File: config.mk
export PLATFORM = sky130hd
export DESIGN_NAME = lut_load_ctrl
export DESIGN_NICKNAME = d
export VERILOG_FILES = /design/src/logic/lut_bus_pkg.sv /design/src/logic/lut_load_ctrl.sv
export VERILOG_INCLUDE_DIRS = /design/src /design/src/logic
export SDC_FILE = /design/constraint.sdc
export NUM_CORES = 1
export LEC_CHECK = 0
export BUFFER_PORTS_ARGS = -buffer_cell sky130_fd_sc_hd__buf_2
export CAP_MARGIN = 20
export CORE_ASPECT_RATIO = 2
export CORE_MARGIN = 1
export CORE_UTILIZATION = 45
export DETAILED_ROUTE_END_ITERATION = 7
export GPL_TIMING_DRIVEN = 0
export PLACE_DENSITY = 0.88
export SYNTH_ARGS = -nofsm -noshare
export SYNTH_HDL_FRONTEND = slang
export SYNTH_SLANG_ARGS = --single-unit
File: constraint.sdc
create_clock -name clk -period 3.24 [get_ports clk]
set_input_delay 0.162 -clock clk [delete_from_list [all_inputs] [get_ports clk]]
set_output_delay 0.162 -clock clk [all_outputs]
set_load 0.01 [all_outputs]
File: src/logic/lut_settings.svh
`ifndef LUT_SETTINGS_SVH
`define LUT_SETTINGS_SVH

// Width of one table entry as seen by the datapath
`define LUT_DATA_W 32

// Bus beat width, also the width of one table word
`define LUT_BUS_W 64

// Table word address, top bit picks the ping-pong half
`define LUT_ADDR_W 10

// External byte address
`define LUT_BUS_ADDR_W 32

// Burst length field, beats minus one
`define LUT_LEN_W 8

// Address generator counters
`define LUT_CNT_W 10

`endif

File: src/logic/lut_bus_pkg.sv
`include "lut_settings.svh"

// Types of the external read bus
package lut_bus_pkg;

   // Byte address driven toward the bus
   typedef logic [`LUT_BUS_ADDR_W-1:0] bus_addr_t;

   // One read beat, same width as a table word
   typedef logic [`LUT_BUS_W-1:0] bus_word_t;

   // Beats minus one
   typedef logic [`LUT_LEN_W-1:0] burst_len_t;

   // Beat count of a burst, one bit wider than the length field
   localparam int BUS_BEAT_CNT_W = `LUT_LEN_W + 1;

   // Bytes in one beat
   localparam int BUS_WORD_BYTES = `LUT_BUS_W / 8;

endpackage

File: src/logic/lut_load_ctrl.sv
`timescale 1ns/1ps

module lut_load_ctrl
   import lut_bus_pkg::*;
(
   input  logic       clk,
   input  logic       rst,
   input  logic       run_i,
   input  logic       disabled_i,
   input  bus_addr_t  bus_addr_cfg_i,
   input  burst_len_t len_cfg_i,
   input  logic       ping_pong_i,
   input  logic       bus_rvalid_i,
   input  logic       bus_rready_i,
   input  logic       bus_rlast_i,
   output logic       done_o,
   output logic       bus_req_o,
   output bus_addr_t  bus_addr_o,
   output burst_len_t bus_len_o,
   output logic       load_active_o,
   output logic       gen_start_o,
   output logic       ping_state_o
);

   logic start; // Enabled run
   logic last_beat;
   logic done_q;
   logic req_q;
   logic active_q;
   logic ping_q;

   assign start     = run_i && !disabled_i;
   assign last_beat = bus_rvalid_i && bus_rready_i && bus_rlast_i;

   // Generator starts on the same edge as the request
   assign gen_start_o = start;

   always_ff @(posedge clk or posedge rst) begin
      if (rst) begin
         done_q   <= 1'b1; // Idle unit reports done
         req_q    <= 1'b0;
         active_q <= 1'b0;
      end else if (start) begin
         done_q   <= 1'b0;
         req_q    <= 1'b1;
         active_q <= 1'b1;
      end else if (last_beat) begin
         done_q   <= 1'b1;
         req_q    <= 1'b0;
         active_q <= 1'b0; // Leftover generator addresses get dropped
      end
   end

   // Burst parameters held for the whole load
   always_ff @(posedge clk or posedge rst) begin
      if (rst) begin
         bus_addr_o <= '0;
         bus_len_o  <= '0;
      end else if (start) begin
         bus_addr_o <= bus_addr_cfg_i;
         bus_len_o  <= len_cfg_i;
      end
   end

   // Even a disabled run moves the ping-pong state
   always_ff @(posedge clk or posedge rst) begin
      if (rst) begin
         ping_q <= 1'b0;
      end else if (run_i) begin
         ping_q <= ping_pong_i ? !ping_q : 1'b0;
      end
   end

   assign done_o        = done_q;
   assign bus_req_o     = req_q;
   assign load_active_o = active_q;
   assign ping_state_o  = ping_q;

   // No new load while a request is still out
   a_run_when_idle : assert property (@(posedge clk) disable iff (rst)
      start |-> !bus_req_o);

   // The join keeps ready low outside a load
   a_beat_in_load : assert property (@(posedge clk) disable iff (rst)
      (bus_rvalid_i && bus_rready_i) |-> load_active_o);

endmodule

==> Word-level counts from Yosys, hierarchy flattened <==
Cells that the tools add are included.
Widths: inputs -> output; s select.
{ "totals": {"word_cells": 16, "regBits": 43, "out_inout_bits": 45} }
{ "op_classes": {"n_reduce_logical": 6, "n_mux": 5} }
{ "ops": {"columns": ["op", "n"], "rows": [
  ["$mux 1", 5],
  ["$logic_and 1x1->1", 3],
  ["$logic_not 1->1", 2],
  ["$reduce_bool 2->1", 1]
]} }

==> Logic depth before layout (Yosys ltp) <==
Gate-level depths: netlist of the first run.
{ "logic_depth": {"word_depth": 4, "mapped_depth": 4} }

==> Least setup slack after synthesis of the first run <==
No wires, ideal clock.
{ "synth_timing": {"path_type": "input to register", "from": "in run_i", "to": "reg bus_addr_o[10]", "t_arrival_ps": 856, "stages": 4, "setup_slack_ps": 2259, "required_time_ps": 3115, "n_path_buf": 2, "cell_sequence": "nor2b_4 > buf_12 > buf_12 > mux2_4"} }
{ "synth_via": {"elab_chain_cells": 1} }
{ "synth_lines": {"columns": ["element", "line", "source"], "rows": [
  ["start, declared", "lut_load_ctrl.sv:8", "input logic run_i,"],
  ["$logic_and 1x1->1", "lut_load_ctrl.sv:32", "assign start = run_i && !disabled_i;"],
  ["end signal, assigned", "lut_load_ctrl.sv:60", "bus_addr_o <= bus_addr_cfg_i;"],
  ["end, declared", "lut_load_ctrl.sv:18", "output bus_addr_t bus_addr_o,"]
]} }
No other way between the ends.
A chain may end at the register's enable or synchronous reset.

==> Worst setup path after layout of the first run <==
{ "layout_timing": {"from": "reg active_q (netlist: load_active_o)", "to": "out load_active_o"} }
{ "layout_rtl": {"columns": ["element", "line", "source"], "rows": [
  ["start, declared", "lut_load_ctrl.sv:29", "logic active_q;"],
  ["start signal, assigned", "lut_load_ctrl.sv:42", "active_q <= 1'b0;"],
  ["start signal, assigned", "lut_load_ctrl.sv:46", "active_q <= 1'b1;"],
  ["start signal, assigned", "lut_load_ctrl.sv:50", "active_q <= 1'b0;"],
  ["end, declared", "lut_load_ctrl.sv:20", "output logic load_active_o,"]
]} }
No word-level cell between the ends.

==> results of run 1 <==
[cells by family after synthesis]
logic type	count (synthesis)	share of synthesized area, %
buffers and inverters	9	6.50
and+or+nand+nor	3	1.44
DFF	43	58.9
muxes	40	32.2
AOI/OAI and AO/OA	3	0.957
[Yosys cell counts, drive strengths merged]
cell     n  area [µm²]
dfstp    1        26.3
dfrtp   42        1050
buf      6         108
o21ai    1        5.00
inv      3        11.3
a21oi    1        5.00
mux2    40         589
nand3    1        5.00
nand3b   1        7.51
a21o     1        7.51
nor2b    1        13.8
[power breakdown]
part           internal, mW  total (mW)  switching (mW)
Sequential            0.616       0.657          0.0416
Clock                 0.194       0.356           0.162
Combinational         0.190       0.321           0.131
Total                  1.00        1.33           0.334
[registers in the layout (all words and copies together), names as in the netlist]
signal	flops
bus_addr_o	32
bus_len_o	8
done_o	1
load_active_o	1
ping_state_o	1
[per-stage QoR]
| step | util (%) | total power, mW |
|---|---|---|
| finish | 63.2 | 1.33 |
| global route | 63.2 | 1.40 |
| CTS | 63.2 | 1.35 |
| detailed placement | 60.6 | 0.991 |
| global placement | 60.6 | 0.977 |
| floorplan | - | 0.857 |
[cell type report]
type,instances,area [µm²],share of cell area [%]
plain buffers,6,108,4.39
clock buffers,8,100,4.08
inverters,3,11.3,0.459
multi-input cells,46,633,25.8
flip-flops and latches,43,1080,43.9
well taps,51,63.8,2.60
repair buffers,92,460,18.8
[worst max-delay path by stage]
stage | cells after the start | slack [ns] | to | startpoint
2_1_floorplan | 1 | 2.08 | bus_addr_o[0] | rst
3_3_place_gp | 2 | 1.60 | bus_addr_o[17] | rst
3_5_place_dp | 5 | 2.08 | bus_addr_o[28] | run_i
4_1_cts | 2 | 2.12 | load_active_o | load_active_o
5_1_grt | 2 | 2.10 | load_active_o | load_active_o
6_report | 2 | 2.13 | load_active_o | load_active_o
[metal layers]
layer,share of wire (%),wire (µm)
met1,36,1310
met2,57,2050
met4,2.5,88
met5,0,0
met3,3.8,135
==> flow_metrics.tcl, run 1 <==
set metrics [dict create \
    io_buffers 92 \
    cp_slowest_cell "dfrtp_1" \
    cts_buffers 5 \
    syn_area_um2 1830 \
    r2r-end "bus_addr_o[28]" \
    cts_tree "built" \
    cts_root_buf "clkbuf_8" \
    finalCritPeriodShare_pct 34.3 \
    layout_commonest_cell "buf_2" \
    synth_cell_types 13 \
    ys_ff_latch 43 \
    dpl_cell_area_um2 2350 \
    slowest_delay_ns 0.41 \
    drv_cap 0 \
    hold_ws_ns 0.0543 \
    worst_pin_slew_ns 0.854 \
    vias 1168 \
    yosysWarnings 0 \
    path_max_fanout 3 \
    fin_cells 249 \
    post_cts_buffers 0 \
    place_ws_ns 2.08 \
    nets 245 \
    ctsHoldBuffers 0 \
    critPathRequiredTime_ns 3.08 \
    post_drt_wl_per_cell_um 14.4 \
    final-hold-violation-count 0 \
    synth-seq-area-share_pct 58.9 \
    first_iter_violations 7 \
    start_kind "flop" \
    viasPerCell 4.69 \
    grt_max_degree 44 \
    p_per_area_nw_per_um2 544 \
    dieHeight_um 92.2 \
    clockBufferDepth 2 \
    syn_avg_cell_area_um2 18.7 \
    cp_num_buf_inv 2 \
    drc 0 \
    syn-num-nets 146 \
    hold_class "in2async" \
    tns_ns 0 \
    ant_nets 0 \
    syn_to_final_growth_pct 34.1 \
    clock.fmax_mhz 900 \
    cts_sinks 43 \
    rr_worst_depth 1 \
    final_cell_mix "buf_2 (92), dfrtp_1 (42), mux2_4 (37), clkbuf_8 (7), buf_12 (5)" \
    clkLatencyLatePin_ns 0.28 \
    die_width_um 47.1 \
    antenna_cells 0 \
    cpLargestDelayFamily "flip-flops" \
    status "complete, no violations" \
    cp.arrival_ns 0.95 \
    setup_viol 0 \
    fin_ws_ns 2.13 \
    busiest_layer "met2" \
    irDropWorstVdd_v 0.000321 \
    drt_pass1_iterations 2 \
    htree_levels 2 \
    grt_use_met1_pct 18.9 \
    dpl.cell_count 241 \
    layout-drive-gt1-share_pct 74.7 \
    grt_first_pass_wirelength_mm 5.39 \
    timing.slew.headroom_pct 43.0 \
    wirelength_mm 3.59 \
    rsz0062_at_grt "no" \
    grt.met3_usage_pct 3.54 \
    fp-row-count 32 \
    coreArea_um2 3880 \
    gp_congestion 0.698 \
    r2r_slack_ns 2.44 \
    fin_area_um2 2450 \
    gr-total-overflow 0 \
    r2r-start "bus_addr_o[28]" \
    endpoint_kind "primary output" \
    cp_cell_sequence "buf_4 -> buf_2" \
    synthCells 98 \
    skew_ns 0 \
    grt_pass1_vias 1161 \
    clk_pin_slew_worst_paths_ns 0.08 \
    nFillCells 330 \
    gr-usage-all-layers_pct 17.9 \
    initial_utilization_pct 47.1 \
    leakage_nw 1.28 \
    dpl.hpwl_mm 2.76 \
    period_needed_ns 1.11 \
    cts.repair.resized 0 \
    ios 93 \
    slew_viol_final 0 \
    dieArea_um2 4340 \
    grtUsageMet2_pct 30.7 \
    crit_type "reg2out" \
    antenna_found_initial 0 \
]
(Power assumes the default switching activity.)
==> run 2: changes to the inputs <==
Settings changed: CORE_UTILIZATION 45 to 40, PLACE_DENSITY 0.88 to 0.84.
Clock period 3.24 ns to 0.9 ns, I/O delays scaled along.
==> run 2 against run 1 <==
Effect of this change:
- the flow now finishes with violations (hold timing, setup timing)
- power increased to 3.7 times the previous value
- hold slack lost 0.13 ns
- critical path depth stayed put
- via count is 14% higher
- clock power rose to 3.2 times the previous value
- worst setup slack worse by 2.2 ns
- die area grew 12%
- clock-buffer cell count is the same
- non-clock buffer count rose by 47
- global-route usage increased by 2.6 points
- wire length rose by 26%
- utilization is 3.5 points higher
- largest cell class unchanged
- largest power group unchanged
==> flow_metrics.tcl, run 2 (same netlist as run 1, synthesis figures left out) <==
set metrics [dict create \
    nFillCells 329 \
    worst_pin_slew_ns 0.883 \
    rr_worst_depth 2 \
    clk_pin_slew_worst_paths_ns 0.07 \
    crit_type "reg2out" \
    fin_ws_ns -0.0678 \
    antenna_cells 0 \
    cp_cell_sequence "buf_6 -> buf_6" \
    largest_reg_flops 32 \
    grt_pass1_vias 1542 \
    grt_max_degree 44 \
    grt.met3_usage_pct 4.23 \
    gr-total-overflow 0 \
    gr-usage-all-layers_pct 20.5 \
    dpl_cell_area_um2 2360 \
    die_width_um 49.8 \
    fp-row-count 34 \
    dieHeight_um 97.6 \
    top_register "bus_addr_o" \
    largest_registers "bus_addr_o (32), bus_len_o (8)" \
    cts_sinks 43 \
    rsz0062_at_grt "yes" \
    final-hold-violation-count 42 \
    cp_common_cell "buf_6" \
    initial_utilization_pct 41.7 \
    ios 93 \
    slew_viol_final 0 \
    endpoint_kind "primary output" \
    multi_input_area_um2 633 \
    busiest_layer "met2" \
    hold_ws_ns -0.0758 \
    layout-drive-gt1-share_pct 60.4 \
    antenna_found_initial 0 \
    dpl.hpwl_mm 2.78 \
    leakage_nw 1.47 \
    grt_use_met1_pct 21.0 \
    post_drt_wl_per_cell_um 15.1 \
    clockBufferDepth 2 \
    cp.arrival_ns 0.92 \
    ff_latch_area_um2 1080 \
    grt_first_pass_wirelength_mm 7.32 \
    start_kind "flop" \
    drc 0 \
    drv_cap 0 \
    syn_to_final_growth_pct 59.8 \
    violations "hold timing, setup timing" \
    vias 1336 \
    irDropWorstVdd_v 0.000975 \
    status "finished, violations left" \
    grtUsageMet2_pct 37.1 \
    dieArea_um2 4860 \
    fin_area_um2 2920 \
    first_iter_violations 13 \
    clock.fmax_mhz 1030 \
    viasPerCell 4.47 \
    path_max_fanout 3 \
    ant_nets 0 \
    timing.slew.headroom_pct 41.0 \
    wirelength_mm 4.53 \
    cp_slowest_cell "dfrtp_1" \
    clkLatencyLatePin_ns 0.29 \
    finalCritPeriodShare_pct 108 \
    hold_class "in2async" \
    final_cell_mix "buf_2 (90), dlygate4sd3_1 (45), dfrtp_1 (42), mux2_4 (37)" \
    io_buffers 92 \
    htree_levels 2 \
    drt_pass1_iterations 4 \
    setup_viol 2 \
    cts_tree "built" \
    cts_buffers 5 \
    coreArea_um2 4380 \
    skew_ns 0 \
    slowest_delay_ns 0.41 \
    period_needed_ns 0.968 \
    cts_root_buf "clkbuf_8" \
    p_per_area_nw_per_um2 1670 \
    nets 292 \
    critPathRequiredTime_ns 0.85 \
    gp_congestion 0.743 \
    layout_commonest_cell "buf_2" \
]
[run 2: changes by cell type in the layout (fill, tap and decap cells not counted), moves of 2 or more]
cell,delta
clkbuf_1,+2
dlygate4sd3_1,+45
buf_6,+3
clkbuf_8,-2
buf_2,-2
[run 2: worst max-delay path: cells and delay by family, from the launching register on]
kind | cells | cell delay (ns)
buffers and inverters | 2 | 0.23
DFF | 1 | 0.41
[run 2: power breakdown]
part	leakage, nW	total (mW)	internal, mW	switching [mW]
Combinational	0.929	1.35	0.840	0.514
Clock	0.0395	1.14	0.551	0.593
Sequential	0.503	2.38	2.22	0.160
Total	1.47	4.88	3.61	1.27
[run 2: what timing repair did]
item / in CTS / in global routing
hold endpoints to repair: 82 / 2
resized for setup: 3 / 0
setup buffers: 0 / 2
setup endpoints to repair: 2 / 16
hold buffers: 43 / 2
[run 2: metal layers]
layer  share of wire (%)  routed length, µm  up-vias
met2                  59               2690       50
met4                 2.6                117        0
met5                   0                  0        -
met1                  34               1550      651
met3                 3.7                166       10
li1                    -                  -      625
[run 2: final timing paths]
path / start / to / slack, ns
setup reg to reg: load_active_o / load_active_o / 0.10
max in group asynchronous: rst / load_active_o / 0.49
min in group clk: run_i / ping_state_o / 0.02
hold / removal: rst / bus_addr_o[1] / -0.08
setup / recovery: load_active_o / load_active_o / -0.07
hold reg to reg: done_o / done_o / 0.47
[run 2: layout make-up]
cell class / instances / share of cell area [%]
sequential: 43 / 36.9
timing repair buffer: 139 / 32.1
multi-input combinational: 46 / 21.7
buffer: 6 / 3.81
clock buffer: 8 / 2.74
tap: 54 / 2.31
inverter: 3 / 0.514
[run 2: per-stage QoR]
step / worst slack [ns] / util [%] / setup TNS (ns) / total power, mW / cells
after floorplan: 0.0362 / - / 0 / 3.08 / 98
after detailed placement: -0.135 / 53.9 / -4.51 / 3.58 / 244
after global placement: -0.113 / 53.9 / -3.92 / 3.53 / 244
after global routing: -0.0985 / 66.7 / -0.306 / 5.14 / 299
after CTS: -0.0791 / 65.9 / -0.158 / 4.91 / 295
final: -0.0678 / 66.7 / -0.133 / 4.88 / 299
==> run 3: changes to the inputs <==
Settings changed: BUFFER_PORTS_ARGS -buffer_cell sky130_fd_sc_hd__buf_2 to -buffer_cell sky130_fd_sc_hd__buf_4, MAX_ROUTING_LAYER set to met4.
==> run 3 against run 2 <==
Effect of this change:
- the flow still finishes with violations (hold timing, setup timing)
- wire length fell by 3.2%
- global-route usage fell by 0.65 points
- maximum frequency fell by 0.31%
- power rose by 7.6%
- clock power rose by 7%
- combinational power rose by 19%
- flip-flop and latch count did not move
- cell count fell by 1.7%
- non-clock buffer count fell by 5
- sequential share of layout area fell by 3.0 points
- cell area rose by 8.9%
- worst setup slack got worse by 0.0030 ns
==> flow_metrics.tcl, run 3 (same netlist as run 1, synthesis figures left out) <==
set metrics [dict create \
    largest_registers "bus_addr_o (32), bus_len_o (8)" \
    gr-total-overflow 0 \
    period_needed_ns 0.971 \
    skew_ns 0 \
    fin_util_pct 72.6 \
    fin_cells 294 \
    final-hold-violation-count 42 \
    die_width_um 49.8 \
    dpl_cell_area_um2 2590 \
    clock.fmax_mhz 1030 \
    leakage_nw 1.56 \
    clk_pin_slew_worst_paths_ns 0.08 \
    irDropWorstVdd_v 0.00131 \
    dpl.cell_count 244 \
    tns_ns -0.137 \
    dieHeight_um 97.6 \
    ant_nets 0 \
    r2r-start "bus_addr_o[2]" \
    drc 0 \
    layout_commonest_cell "buf_4" \
    final_cell_mix "buf_4 (72), dfrtp_1 (42), dlygate4sd3_1 (42), mux2_4 (37), buf_6 (21)" \
    setup_viol 2 \
    cts_sinks 43 \
    antenna_found_initial 0 \
    fin_area_um2 3180 \
    ios 93 \
    nets 287 \
    dpl.hpwl_mm 2.85 \
    violations "hold timing, setup timing" \
    p_per_area_nw_per_um2 1650 \
    clockBufferDepth 2 \
    finalCritPeriodShare_pct 108 \
    viasPerCell 4.47 \
    initial_utilization_pct 41.7 \
    hold_ws_ns -0.0593 \
    coreArea_um2 4380 \
    start_kind "flop" \
    p_total_mw 5.25 \
    slew_viol_final 0 \
    grt_pass1_vias 1504 \
    crit_start "load_active_o" \
    cts_buffers 5 \
    first_iter_violations 4 \
    htree_levels 2 \
    hold_class "in2async" \
    gp_congestion 0.717 \
    crit_type "reg2out" \
    post_drt_wl_per_cell_um 14.9 \
    fin_ws_ns -0.0708 \
    endpoint_kind "primary output" \
    fp-row-count 34 \
    rsz0062_at_grt "yes" \
    cp.arrival_ns 0.93 \
    wirelength_mm 4.38 \
    cts_root_buf "clkbuf_8" \
    layout-drive-gt1-share_pct 61.7 \
    top_register "bus_addr_o" \
    io_buffers 92 \
    syn_to_final_growth_pct 73.9 \
    dieArea_um2 4860 \
    place_ws_ns -0.114 \
    grt_first_pass_wirelength_mm 7.05 \
    clkLatencyLatePin_ns 0.28 \
    critPathRequiredTime_ns 0.85 \
    drv_cap 0 \
    timing.slew.headroom_pct 39.8 \
    largest_reg_flops 32 \
    nFillCells 276 \
    worst_pin_slew_ns 0.901 \
    path_max_fanout 3 \
    vias 1313 \
    status "finished, violations left" \
    cts_tree "built" \
    gr-usage-all-layers_pct 19.8 \
    drt_pass1_iterations 3 \
    grt_max_degree 44 \
    antenna_cells 0 \
]
run 3: power breakdown:
group	switching, mW	internal (mW)
combinational	0.521	1.09
clock	0.602	0.619
sequential	0.193	2.22
run 3: what timing repair did:
action,in CTS,in global routing
gates cloned,0,0
endpoints found under the setup margin,2,21
setup buffers,0,0
hold endpoints to repair,83,0
hold buffers,42,0
resized for setup,3,18
run 3: cell type report:
type / instances / area, µm² / area share (%)
timing repair buffer: 134 / 1190 / 37.3
clock buffer: 7 / 86.3 / 2.71
buffer: 6 / 111 / 3.50
multi-input combinational: 46 / 633 / 19.9
clock inverter: 1 / 5.00 / 0.157
tap: 54 / 67.6 / 2.12
sequential: 43 / 1080 / 33.9
inverter: 3 / 15.0 / 0.472
run 3: layer usage:
layer / part of all wire (%) / track usage (%) / wire [µm]
met1: 38 / 21.8 / 1660
met2: 57 / 34.4 / 2480
met3: 3.4 / 3.13 / 150
met4: 2.0 / 8.13 / 88
met5: 0 / - / 0
run 3: critical path, stage by stage (launching register included):
cell and delay (ns):
dfrtp_1 0.41, buf_6 0.12, buf_6 0.11
run 3: worst paths after layout:
kind / end / slack [ns] / cells after the start
setup / recovery: load_active_o / -0.07 / 2
min in group clk: done_o / 0.01 / 3
hold reg to reg: done_o / 0.47 / 2
hold / removal: bus_addr_o[3] / -0.06 / 2
max in group asynchronous: bus_addr_o[9] / 0.47 / 2
setup reg to reg: bus_addr_o[2] / 0.10 / 1
