[src/logic/lut_settings.svh]
`ifndef LUT_SETTINGS_SVH
`define LUT_SETTINGS_SVH

// Width of one table entry as seen by the datapath
`define LUT_DATA_W 32

// Bus beat width, also the width of one table word
`define LUT_BUS_W 64

// Table word address, top bit picks the ping-pong half
`define LUT_ADDR_W 10

// External byte address
`define LUT_BUS_ADDR_W 32

// Burst length field, beats minus one
`define LUT_LEN_W 8

// Address generator counters
`define LUT_CNT_W 10

`endif

[src/logic/lut_cfg_pkg.sv]
`include "lut_settings.svh"

// Types of table addressing and generator configuration
package lut_cfg_pkg;

   // Entries per table word
   localparam int LUT_LANES = `LUT_BUS_W / `LUT_DATA_W;

   // Lane select width, never zero
   localparam int LUT_LANE_W = (LUT_LANES > 1) ? $clog2(LUT_LANES) : 1;

   // Word address width inside one ping-pong half
   localparam int LUT_HALF_W = `LUT_ADDR_W - 1;

   // Table word address including the half bit
   typedef logic [`LUT_ADDR_W-1:0] tab_addr_t;

   typedef logic [`LUT_DATA_W-1:0] entry_t;

   typedef logic [LUT_LANE_W-1:0] lane_sel_t;

   // Period, duty, shift, incr and iteration counts
   typedef logic [`LUT_CNT_W-1:0] gen_cnt_t;

   // Word within one half in the upper bits, lane in the low bits
   typedef logic [LUT_HALF_W+LUT_LANE_W-1:0] lut_index_t;

endpackage

[src/logic/lut_addr_gen.sv]
`timescale 1ns/1ps

module lut_addr_gen
   import lut_cfg_pkg::*;
(
   input  logic      clk,
   input  logic      rst,
   input  logic      start_i,
   input  gen_cnt_t  iterations_i,
   input  gen_cnt_t  period_i,
   input  gen_cnt_t  duty_i,
   input  gen_cnt_t  shift_i,
   input  gen_cnt_t  incr_i,
   input  logic      gen_ready_i,
   output logic      gen_valid_o,
   output tab_addr_t gen_addr_o,
   output logic      gen_done_o
);

   logic      running_q;
   logic      done_q;
   tab_addr_t addr_q;
   gen_cnt_t  per_cnt_q;
   gen_cnt_t  iter_cnt_q;
   logic      in_duty;
   logic      step;
   logic      end_period;
   logic      end_iter;
   tab_addr_t addr_incr;

   assign in_duty = per_cnt_q < duty_i; // Active part of the period

   // Skipped steps advance on their own, active ones wait for ready
   assign step = running_q && (!in_duty || gen_ready_i);

   assign end_period = (per_cnt_q + 1'b1) >= period_i;
   assign end_iter   = (iter_cnt_q + 1'b1) >= iterations_i;

   assign addr_incr = in_duty ? addr_q + tab_addr_t'(incr_i) : addr_q;

   always_ff @(posedge clk or posedge rst) begin
      if (rst) begin
         running_q  <= 1'b0;
         done_q     <= 1'b0;
         addr_q     <= '0;
         per_cnt_q  <= '0;
         iter_cnt_q <= '0;
      end else if (start_i) begin
         running_q  <= 1'b1;
         done_q     <= 1'b0;
         addr_q     <= '0;
         per_cnt_q  <= '0;
         iter_cnt_q <= '0;
      end else if (step) begin
         if (end_period) begin
            per_cnt_q <= '0;
            addr_q    <= addr_incr + tab_addr_t'(shift_i);
            if (end_iter) begin
               running_q <= 1'b0;
               done_q    <= 1'b1;
            end else begin
               iter_cnt_q <= iter_cnt_q + 1'b1;
            end
         end else begin
            per_cnt_q <= per_cnt_q + 1'b1;
            addr_q    <= addr_incr;
         end
      end
   end

   assign gen_valid_o = running_q && in_duty;
   assign gen_addr_o  = addr_q;
   assign gen_done_o  = done_q;

   // Duty longer than the period would never skip
   a_duty_in_period : assert property (@(posedge clk) disable iff (rst)
      running_q |-> (duty_i <= period_i));

endmodule

[config.mk]
export PLATFORM = sky130hd
export DESIGN_NAME = lut_addr_gen
export DESIGN_NICKNAME = d
export VERILOG_FILES = /design/src/logic/lut_cfg_pkg.sv /design/src/logic/lut_addr_gen.sv
export VERILOG_INCLUDE_DIRS = /design/src /design/src/logic
export SDC_FILE = /design/constraint.sdc
export NUM_CORES = 1
export LEC_CHECK = 0
export BUFFER_PORTS_ARGS = -buffer_cell sky130_fd_sc_hd__buf_2
export CORE_ASPECT_RATIO = 1.75
export CORE_MARGIN = 4
export CORE_UTILIZATION = 58
export CTS_BUF_LIST = sky130_fd_sc_hd__clkbuf_8
export CTS_CLUSTER_SIZE = 16
export DETAILED_ROUTE_END_ITERATION = 10
export PLACE_DENSITY = 0.9
export SLEW_MARGIN = 10
export SYNTH_ARGS = -nofsm -noshare
export SYNTH_HDL_FRONTEND = slang
export SYNTH_SLANG_ARGS = --single-unit
[constraint.sdc]
create_clock -name clk -period 4.03 [get_ports clk]
set_clock_uncertainty 0.05 [all_clocks]
set_input_delay 0.403 -clock clk [delete_from_list [all_inputs] [get_ports clk]]
set_output_delay 0.403 -clock clk [all_outputs]
set_load 0.01 [all_outputs]
After elaboration in Yosys (flattened, before gate mapping)
Index checks and enable logic that the tools add are counted.
- flip-flop bits (word level): 32
- input port bits: 54
- logic and storage cells: 41
- add/subtract/negate cells: 4
- order comparisons: 3
- eq/ne operators: 1
- mux-type cells: 19
- reductions and logical operators: 9
- operator list (kind ; number):
    two-way mux 10 bit ; 11
    adder 10 x 1 -> 10 bit, second input constant ; 2
    adder 10 bit ; 2
    greater-or-equal comparator 10 bit ; 2
    less-than comparator 10 bit ; 1
    two-way mux 1 bit ; 8
    AND reduction 3 bit ; 2
    nonzero test 2 bit ; 3
    logical AND 1 bit ; 2
    inequality test 2 bit, second input constant ; 1
    logical NOT 1 bit ; 1
    logical OR 1 bit ; 1

Logic depth before layout (Yosys ltp)
Gate-level depths: netlist of run 1.
- word-level depth: 6
- depth in mapped cells: 16
- mapped depth without buffers: 16

Worst setup path before layout of run 1
OpenSTA, ideal clock, no wires.
- path type: reg2reg
- start: register addr_q[0], in the netlist gen_addr_o[0]
- end: register addr_q[9], in the netlist gen_addr_o[9]
- setup time: 0.128 ns
- data arrival time: 3.590 ns
- required time: 3.852 ns
- setup slack: 0.263 ns
- stages on the path, launching flop included: 16
- period minus slack after synthesis: 3.767 ns
- cells stage by stage: dfrtp_1 ha_1 inv_1 fa_1 nand2b_1 a21oi_1 o32ai_1 xnor2_1 mux2_2 ha_1 a211o_1 nor4_1 o31ai_1 a21oi_2 mux2i_1 mux2_1
- word-level cells in the longest chain between the ends: 6
- RTL lines (what ; line ; RTL):
    start: declaration ; lut_addr_gen.sv:22 ; tab_addr_t addr_q;
    start signal: assignment ; lut_addr_gen.sv:57 ; addr_q <= addr_incr + tab_addr_t'(shift_i);
    start signal: assignment ; lut_addr_gen.sv:66 ; addr_q <= addr_incr;
    adder 10 bit ; lut_addr_gen.sv:39 ; assign addr_incr = in_duty ? addr_q + tab_addr_t'(incr_i) : addr_q;
    two-way mux 10 bit * ; lut_addr_gen.sv:39 ;
    adder 10 bit ; lut_addr_gen.sv:57 ;
    two-way mux 10 bit * ; lut_addr_gen.sv:55 ; if (end_period) begin
    two-way mux 10 bit * ; lut_addr_gen.sv:54 ; end else if (step) begin
    two-way mux 10 bit * ; lut_addr_gen.sv:48 ; end else if (start_i) begin
Every way passes the cells marked *; elsewhere a longest branch is shown, timed or not. The select of a mux whose other input is x is not followed.
A chain may end at the register's enable or synchronous reset.

Final worst setup path of run 1
Same ends and word-level chain as after synthesis.

==> out/summary.md, run 1 <==
Among cell families on the critical path, the largest total delay comes from compound AO/OA/AOI/OAI gates. Max-slew violation total from the final report: 0. The run finished with clean final reports.

The number of DRC markers after the initial detailed-route iteration came out at 200. After clock tree synthesis, the clock-pin slew on the worst setup and hold paths is 70 ps. The biggest area contributor in the post-synthesis netlist is dfrtp_1. Maximum buffer depth of the clock tree: 2.

The mapped netlist covers 3380 µm². The die is 109 µm tall. The number of antenna violations at the first check in global routing came out at 0. The filler cells instantiated in the layout total 432. The total number of cells along the worst setup path works out to 17. Setup violations remaining at the end of the flow were counted as 0.

The post-synthesis sequential area ratio is 0.237. Summed over all nets, the half-perimeter wirelength after detailed placement is 7040 µm. The run gives 0 as the max-cap check violation count. The share of post-route cells with drive strength above 1 came out at 0.235. The slew at the pin closest to its max-slew limit is 632 ps, and the core area is 5630 µm². The logs give 0.579 for the worst slew slack as a fraction of its limit and 3390 for the via count of the routed design. The run gives 66 as the number of I/O pins.

The detailed router used layers up to and including met4. For this design the static power due to leakage is 2.08 nW. In this design, the stage delay of the slowest critical-path cell is 520 ps. The run gives 2 as the maximum level of the CTS H-tree. The first global-routing pass estimated 14600 µm of wire. The share of the clock period used by the worst path after layout was 0.979. The worst-case reg-to-reg path depth was 17; the global placer's final weighted congestion was 0.901.

TritonCTS built the clock tree. The initial cell density of the core is 0.601, and the number of different library cells in the post-synthesis netlist is 56. The number of placed instances, taps included, is 549. Timing would allow up to 0.254 GHz. The fraction of registers with async set/reset was 1.00; the total congestion overflow after global routing was 0.

The worst path meets setup with 85.7 ps of slack. The latest clock arrival within the worst-skew pair was 280 ps; the number of buffers and inverters on the critical path was 2. The number of nets in the layout is 590.

The layout overhead on the synthesized area came out at 20.0%. The count of input and output buffers was 65. For this run, the detailed router's first-pass iteration total came to 4. Post-synth net total: 509.

The number of antenna diodes in the final layout is 0. The number of enable flip-flop cells after synthesis works out to 0. Power spread over the standard cell area amounts to 273 nW/µm². Once detail routing completed, the nets flagged for antenna violations numbered 0.

Traced cell by cell, the critical path runs through ha_2 -> inv_1 -> fa_1 -> nand2b_1 -> a21oi_2 -> buf_4 -> o21a_1 -> nor3_1 -> o31ai_4 -> ha_4 -> o21ai_1 -> nand2b_1 -> a21oi_1 -> or4_4 -> a21oi_2 -> mux2i_1 -> mux2_1. The finished cells cover 4060 µm². After technology mapping, the gate count stands at 404.

By area the synthesized netlist is led by dfrtp_1 (24%), ha_1 (18%), a21oi_1 (5.6%). The tools report the count of final hold-check violations as 0. The die outline width works out to 65.7 µm. The mean instance size in the synthesized netlist was 8.37 µm²; the worst path required time was 4150 ps.

Counting flops and latches in the post-synthesis netlist gives 32. The most repeated cell in the gate-level netlist after synthesis was ha_1. The tightest min-delay check is of the in2async type.

The initialized floorplan defines 36 standard-cell rows. Using the TritonRoute via totals, the vias-per-cell ratio works out to 6.03. For this design, the sink count on the clock tree is 32. The non-filler instance count after layout is 562, and the shortest period the worst path allows is 3940 ps. After clock tree synthesis, the flow added hold-fix buffers numbering 0. In the synthesized netlist, the cells that appear most often are ha_1 (49), a21oi_1 (38), inv_1 (38). For the total routing resource utilization after global routing, the log shows 0.256.

In the routed design, unresolved DRC markers number 0. For the via count of the first global-routing pass, the log shows 3400. The worst setup path is captured at a flop. The total power after layout is 0.00111 W, and the placed instance area is 3860 µm². The tools report the detailed-route wire length on metal 1 as 3320 µm. The floorplan step defined a die boundary enclosing 7170 µm². The worst-case IR drop observed on VDD is 0.204 mV. The worst setup path is launched from a flop. For the data arrival at the endpoint of the critical path, the log shows 4070 ps. For this design, the slowest cell found on the critical path is or4_4. For this run, the leading register cell type out of synthesis is dfrtp_1.

The total routed wirelength was 8890 µm; the length of routed met3 wiring was 426 µm. The area share of the largest cell type after synthesis works out to 0.237. The tools report the cell chosen for the clock root as clkbuf_8.

Pre-CTS worst setup slack: -13.0 ps. The critical path in this run is classified as reg2reg. Entering global routing, the biggest net connects 33 pins. The peak fanout along the critical path was 4. After detailed routing, the average wire length per cell comes to 15.8 µm. The number of synthesis warnings is 0.

For the number of CTS-inserted buffers, the log shows 5. After detailed routing, the met2 layer carries 4850 µm of wire.
routing by layer:
| layer | track usage | up-vias |
|---|---|---|
| met1 | 0.278 | 1599 |
| met2 | 0.484 | 124 |
| li1 | - | 1639 |
| met5 | 0 | - |
| met4 | 0.129 | 0 |
| met3 | 0.0175 | 28 |
where the power goes:
part / switching (W) / total [W] / internal (W) / leakage, nW
Combinational: 0.000244 / 0.000453 / 0.000209 / 1.60
Clock: 0.000122 / 0.000305 / 0.000183 / 0.0541
Sequential: 0.0000158 / 0.000349 / 0.000334 / 0.430
path summary, 6_finish.rpt:
kind,start,endpoint,slack [ps]
worst max-delay path,gen_addr_o[0]$_DFFE_PP0P_,gen_addr_o[9]$_DFFE_PP0P_,90
worst min-delay path,rst,iter_cnt_q[9]$_DFFE_PP0P_,130
worst max register to register,gen_addr_o[0]$_DFFE_PP0P_,gen_addr_o[9]$_DFFE_PP0P_,90
worst min register to register,gen_done_o$_DFFE_PP0P_,gen_done_o$_DFFE_PP0P_,510
max in group asynchronous,rst,per_cnt_q[3]$_DFFE_PP0P_,3470
min in group clk,gen_done_o$_DFFE_PP0P_,gen_done_o$_DFFE_PP0P_,510
layout make-up:
class,instances,area [µm²],share of cell area
inverter,38,143,0.0351
multi-input combinational,325,2450,0.603
clock buffer,5,68.8,0.0169
sequential,32,802,0.198
tap,76,95.1,0.0234
clock inverter,3,42.5,0.0105
timing repair buffer,83,460,0.113
tightest hold or removal path: stages:
cell and delay (ps):
buf_2 90, inv_1 40, buf_4 360
registers in the layout (all words and copies together), names as in the netlist:
signal      cells
gen_addr_o     10
gen_done_o      1
iter_cnt_q     10
per_cnt_q      10
running_q       1
cells by family (layout without fill, tap and decap cells):
group,count (synthesis),after routing,share of synthesized area
buf+inv,47,129,0.0555
mux,5,5,0.0163
compound gates,130,130,0.260
flops,32,32,0.237
fa+ha+maj,51,51,0.193
xor+xnor,28,28,0.0725
simple gates,111,111,0.166
timing repair:
action | 4_1_cts | 5_1_grt
endpoints found under the hold margin | 0 | 0
buffers inserted | 0 | 5
resized for setup | 0 | 12
endpoints found under the setup margin | 0 | 3
cell usage in the layout (no fill, tap or decap), types with 5 or more instances in the layout:
cell	n
xor2_1	12
buf_2	65
clkbuf_8	5
o31ai_1	7
nor3_1	6
or4_1	6
nor2_1	31
a211oi_1	6
buf_4	18
a22oi_1	8
nand2b_1	7
a21oi_1	36
nand2_1	24
o21a_1	7
ha_1	45
xnor2_1	16
dfrtp_1	31
nand3_1	13
o21ai_1	12
a21o_1	11
o21ai_0	17
inv_1	38
metrics by stage:
step                hold WS (ps)  utilization  setup TNS (ps)
global placement             452        0.685               0
global route                 174        0.721            -132
floorplan                    469            -               0
finish                       135        0.721               0
CTS                          149        0.705               0
detailed placement           457        0.685           -15.5
Power figures use the tool's default switching activity.
==> inputs of run 2 (changes only) <==
==> constraint.sdc (replaced) <==
create_clock -name clk -period 4.03 [get_ports clk]
set_clock_uncertainty 0.05 [all_clocks]
set_input_delay 0.806 -clock clk [delete_from_list [all_inputs] [get_ports clk]]
set_output_delay 0.806 -clock clk [all_outputs]
set_load 0.01 [all_outputs]
==> run 2 against run 1 <==
  * Register-to-register slack about the same
  * Non-clock buffer count up 42
  * Worst setup slack worse by 66 ps
  * Cell area up 15%
  * Global-route usage up 2.1 points
  * Critical path type is now in2reg
  * Largest cell class unchanged
  * Largest power group unchanged
  * Highest routed layer unchanged
==> out/summary.md, run 2 (synthesis results as in run 1) <==
For the number of design rule violations left after detail routing, the log shows 0 (unchanged). The total setup violations reported at the end of the flow is 0 (unchanged), and the area taken by flip-flops and latches is 801 µm² (-0.16%). The kind of start point of the critical path is an input port.

The count of final hold-check violations was 0 (unchanged). The global placer's final weighted congestion was 0.857 (-4.9%); the initial cell density of the core was 0.601 (unchanged). Number of antenna violations at the first check in global routing: 0 (unchanged).

Following the worst setup path forward leads to its endpoint at gen_addr_o[9]$_DFFE_PP0P_. First-pass GRT wire length: 15800 µm (+7.9%). The peak fanout along the critical path came out at 7 (+3).

Shortest period the worst path allows: 4010 ps (+65.6 ps). For the slack of the worst reg-to-reg path, the log shows 80 ps (about the same). The number of clock sinks seen by CTS is 32 (unchanged). The number of routed nets with antenna violations was 0 (unchanged).

The HPWL after detailed placement was 7460 µm (+5.9%); the highest attainable clock frequency was 0.249 GHz (-1.6%). The number of nets in the layout is 632 (+7.1%), and the max-slew violation total from the final report is 0 (unchanged). Worst setup path category: in2reg. The startpoint identified for the worst register-to-register timing path is per_cnt_q[0]$_DFFE_PP0P_. The run gives 0.00133 W (+20%) as the total power after layout. The logs give 2.33 nW (+12%) for the leakage power of the design and 0.277 (+0.0211) for the total routing resource utilization after global routing.

Final routed wire length divided by cell count: 18.4 µm (+16%). TritonCTS built the clock tree. The register clock-pin slew on the reported worst setup and hold paths came out at 80 ps (about the same). The tree is rooted in a clkbuf_8.

The number of DRC markers after the initial detailed-route iteration was 353 (+77%). The kind of capture point of the worst setup path was a flop. The type of the worst min-delay path was reg2reg. The switching component of the power is 0.000474 W (+24%). For the share of power burned in the clock network, the log shows 0.237 (-0.038).

From synthesis to final layout, the design area changed by 38.1%. The run gives 589 (+7.3%) as the cell count after placement. The logs give 2710 µm² (+11%) for the area of combinational cells with multiple inputs and 5 (+1) for the number of search-and-repair iterations in the first detailed-routing pass.

The maximum level of the CTS H-tree is 2 (unchanged), and the pin count of the biggest net entering global routing is 33 (unchanged). The via density per instance was 6.25 (+3.6%). The tools report the data arrival at the endpoint of the critical path as 4140 ps (+70 ps). For the non-filler instance count after layout, the log shows 604 (+7.5%). The library cell used most frequently in the layout, excluding fill and tap cells, is buf_2.

The share of the clock period used by the worst path after layout works out to 0.995 (+0.0163). The maximum vdd drop was 0.204 mV (about the same). The count of hold buffers inserted by post-cts repair was 0 (unchanged); the via count of the first global-routing pass was 3708 (+9.1%). The number of placement rows is 36 (unchanged), and the cell-internal power is 0.000860 W (+19%). For the worst path required time, the log shows 4160 ps (about the same). For the maximum buffer depth of the clock tree, the log shows 2 (unchanged).

The core area was 5630 µm² (unchanged); the max-cap check violation count was 0 (unchanged). The slew at the pin closest to its max-slew limit is 629 ps (-2.92 ps), and the total die area is 7170 µm² (unchanged). Via count of the routed design: 3774 (+11%).

The flow ran to the end, and the final reports show no timing, DRC or antenna violations. For the number of antenna repair diodes, the log shows 0 (unchanged). The logs give 295 (-32%) for the filler cell count and 0.830 (+0.109) for the final core utilization. The end of the worst register-to-register path was per_cnt_q[6]$_DFFE_PP0P_. The die height is 109 µm (unchanged), and the die outline width is 65.7 µm (unchanged). The count of input and output buffers is 65 (unchanged). Number of CTS-inserted buffers: 5 (unchanged). The run gives 66 (unchanged) as the number of I/O pins.

Total congestion overflow after global routing: 0 (unchanged). Setup repair after global routing could not meet its margin everywhere. The latest clock arrival within the worst-skew pair was 290 ps (about the same); the share of post-route cells with drive strength above 1 was 0.358 (+0.123). The proportion of power drawn by combinational gates is 0.498 (+0.089). The most critical setup path has its startpoint at duty_i[7].

The library cells used most frequently in the layout, excluding fill and tap cells, are buf_2 (62), buf_4 (56), ha_1 (37). The tools report the total routed wirelength as 11100 µm (+25%). The ratio of total power to cell area was 286 nW/µm² (+4.7%); the sequential group share of total power was 0.265 (-0.050). Proportion of total power due to net switching: 0.355 (+0.0101). The tools report the total negative slack for setup checks as 0 ps (unchanged). The worst-case reg-to-reg path depth works out to 12 (-5).

The run gives 0.581 (+0.00195) as the worst slew slack as a fraction of its limit.
[run 2: cell count changes in the layout (fill, tap and decap cells not counted), moves of 2 or more]
cell / previous run / this run
ha_1: 45 / 37
inv_2: 0 / 3
a211oi_1: 6 / 4
buf_6: 0 / 6
buf_4: 18 / 56
a21oi_1: 36 / 32
buf_2: 65 / 62
o21ai_0: 17 / 13
o21ai_2: 0 / 5
o21ai_1: 12 / 8
inv_1: 38 / 34
a21oi_2: 4 / 7
o21ai_4: 0 / 3
ha_4: 2 / 10
[run 2: area by class of cell]
class / count / share of cell area
multi-input combinational: 325 / 0.579
timing repair buffer: 125 / 0.174
sequential: 32 / 0.171
inverter: 38 / 0.0311
tap: 76 / 0.0204
clock buffer: 5 / 0.0147
clock inverter: 3 / 0.00911
[run 2: what timing repair did]
item | CTS | global route
endpoints found under the setup margin | 0 | 3
buffers inserted | 0 | 8
resized for setup | 0 | 64
[run 2: routing by layer]
layer,up-vias,wire (µm),track usage,part of all wire
li1,1714,-,-,-
met1,1773,3770,0.283,0.34
met2,219,5950,0.539,0.54
met3,68,684,0.0206,0.062
met4,0,702,0.145,0.063
met5,-,0,0,0
[run 2: power by group through the flow]
stage	Combinational [W]	Clock (W)	Sequential (W)
after global routing	0.000718	0.000324	0.000355
after CTS	0.000539	0.000311	0.000351
final	0.000664	0.000316	0.000354
after global placement	0.000512	0	0.000356
after detailed placement	0.000536	0	0.000356
after floorplan	0.000316	0	0.000356
[run 2: worst max-delay path, stage by stage]
cell     delay (ps)
buf_2            70
inv_1            40
ha_1            300
a21oi_1         160
o21ai_1         100
a21o_1          180
or2_4           310
buf_6           140
o31ai_4         290
ha_4            210
buf_6            90
a211o_1         160
nor4_4           50
or4_4           540
a21oi_2         150
mux2i_1         220
mux2_1          330
[run 2: worst min path at each step]
stage | startpoint | endpoint | slack [ps] | depth (start not counted)
after global placement | gen_done_o$_DFFE_PP0P_ | gen_done_o$_DFFE_PP0P_ | 460 | 1
after detailed placement | gen_done_o$_DFFE_PP0P_ | gen_done_o$_DFFE_PP0P_ | 470 | 1
after global routing | gen_done_o$_DFFE_PP0P_ | gen_done_o$_DFFE_PP0P_ | 490 | 1
after CTS | gen_done_o$_DFFE_PP0P_ | gen_done_o$_DFFE_PP0P_ | 490 | 1
after floorplan | gen_done_o$_DFFE_PP0P_ | gen_done_o$_DFFE_PP0P_ | 480 | 1
final | gen_done_o$_DFFE_PP0P_ | gen_done_o$_DFFE_PP0P_ | 480 | 1
[run 2: per-stage QoR]
| step | hold slack [ps] | area (µm²) | setup slack [ps] |
|---|---|---|---|
| after floorplan | 481 | 3420 | 11.8 |
| after global placement | 461 | 4200 | -179 |
| after detailed placement | 470 | 4200 | -312 |
| after CTS | 486 | 4310 | 0.861 |
| after global routing | 491 | 4670 | -146 |
| final | 485 | 4670 | 20.1 |
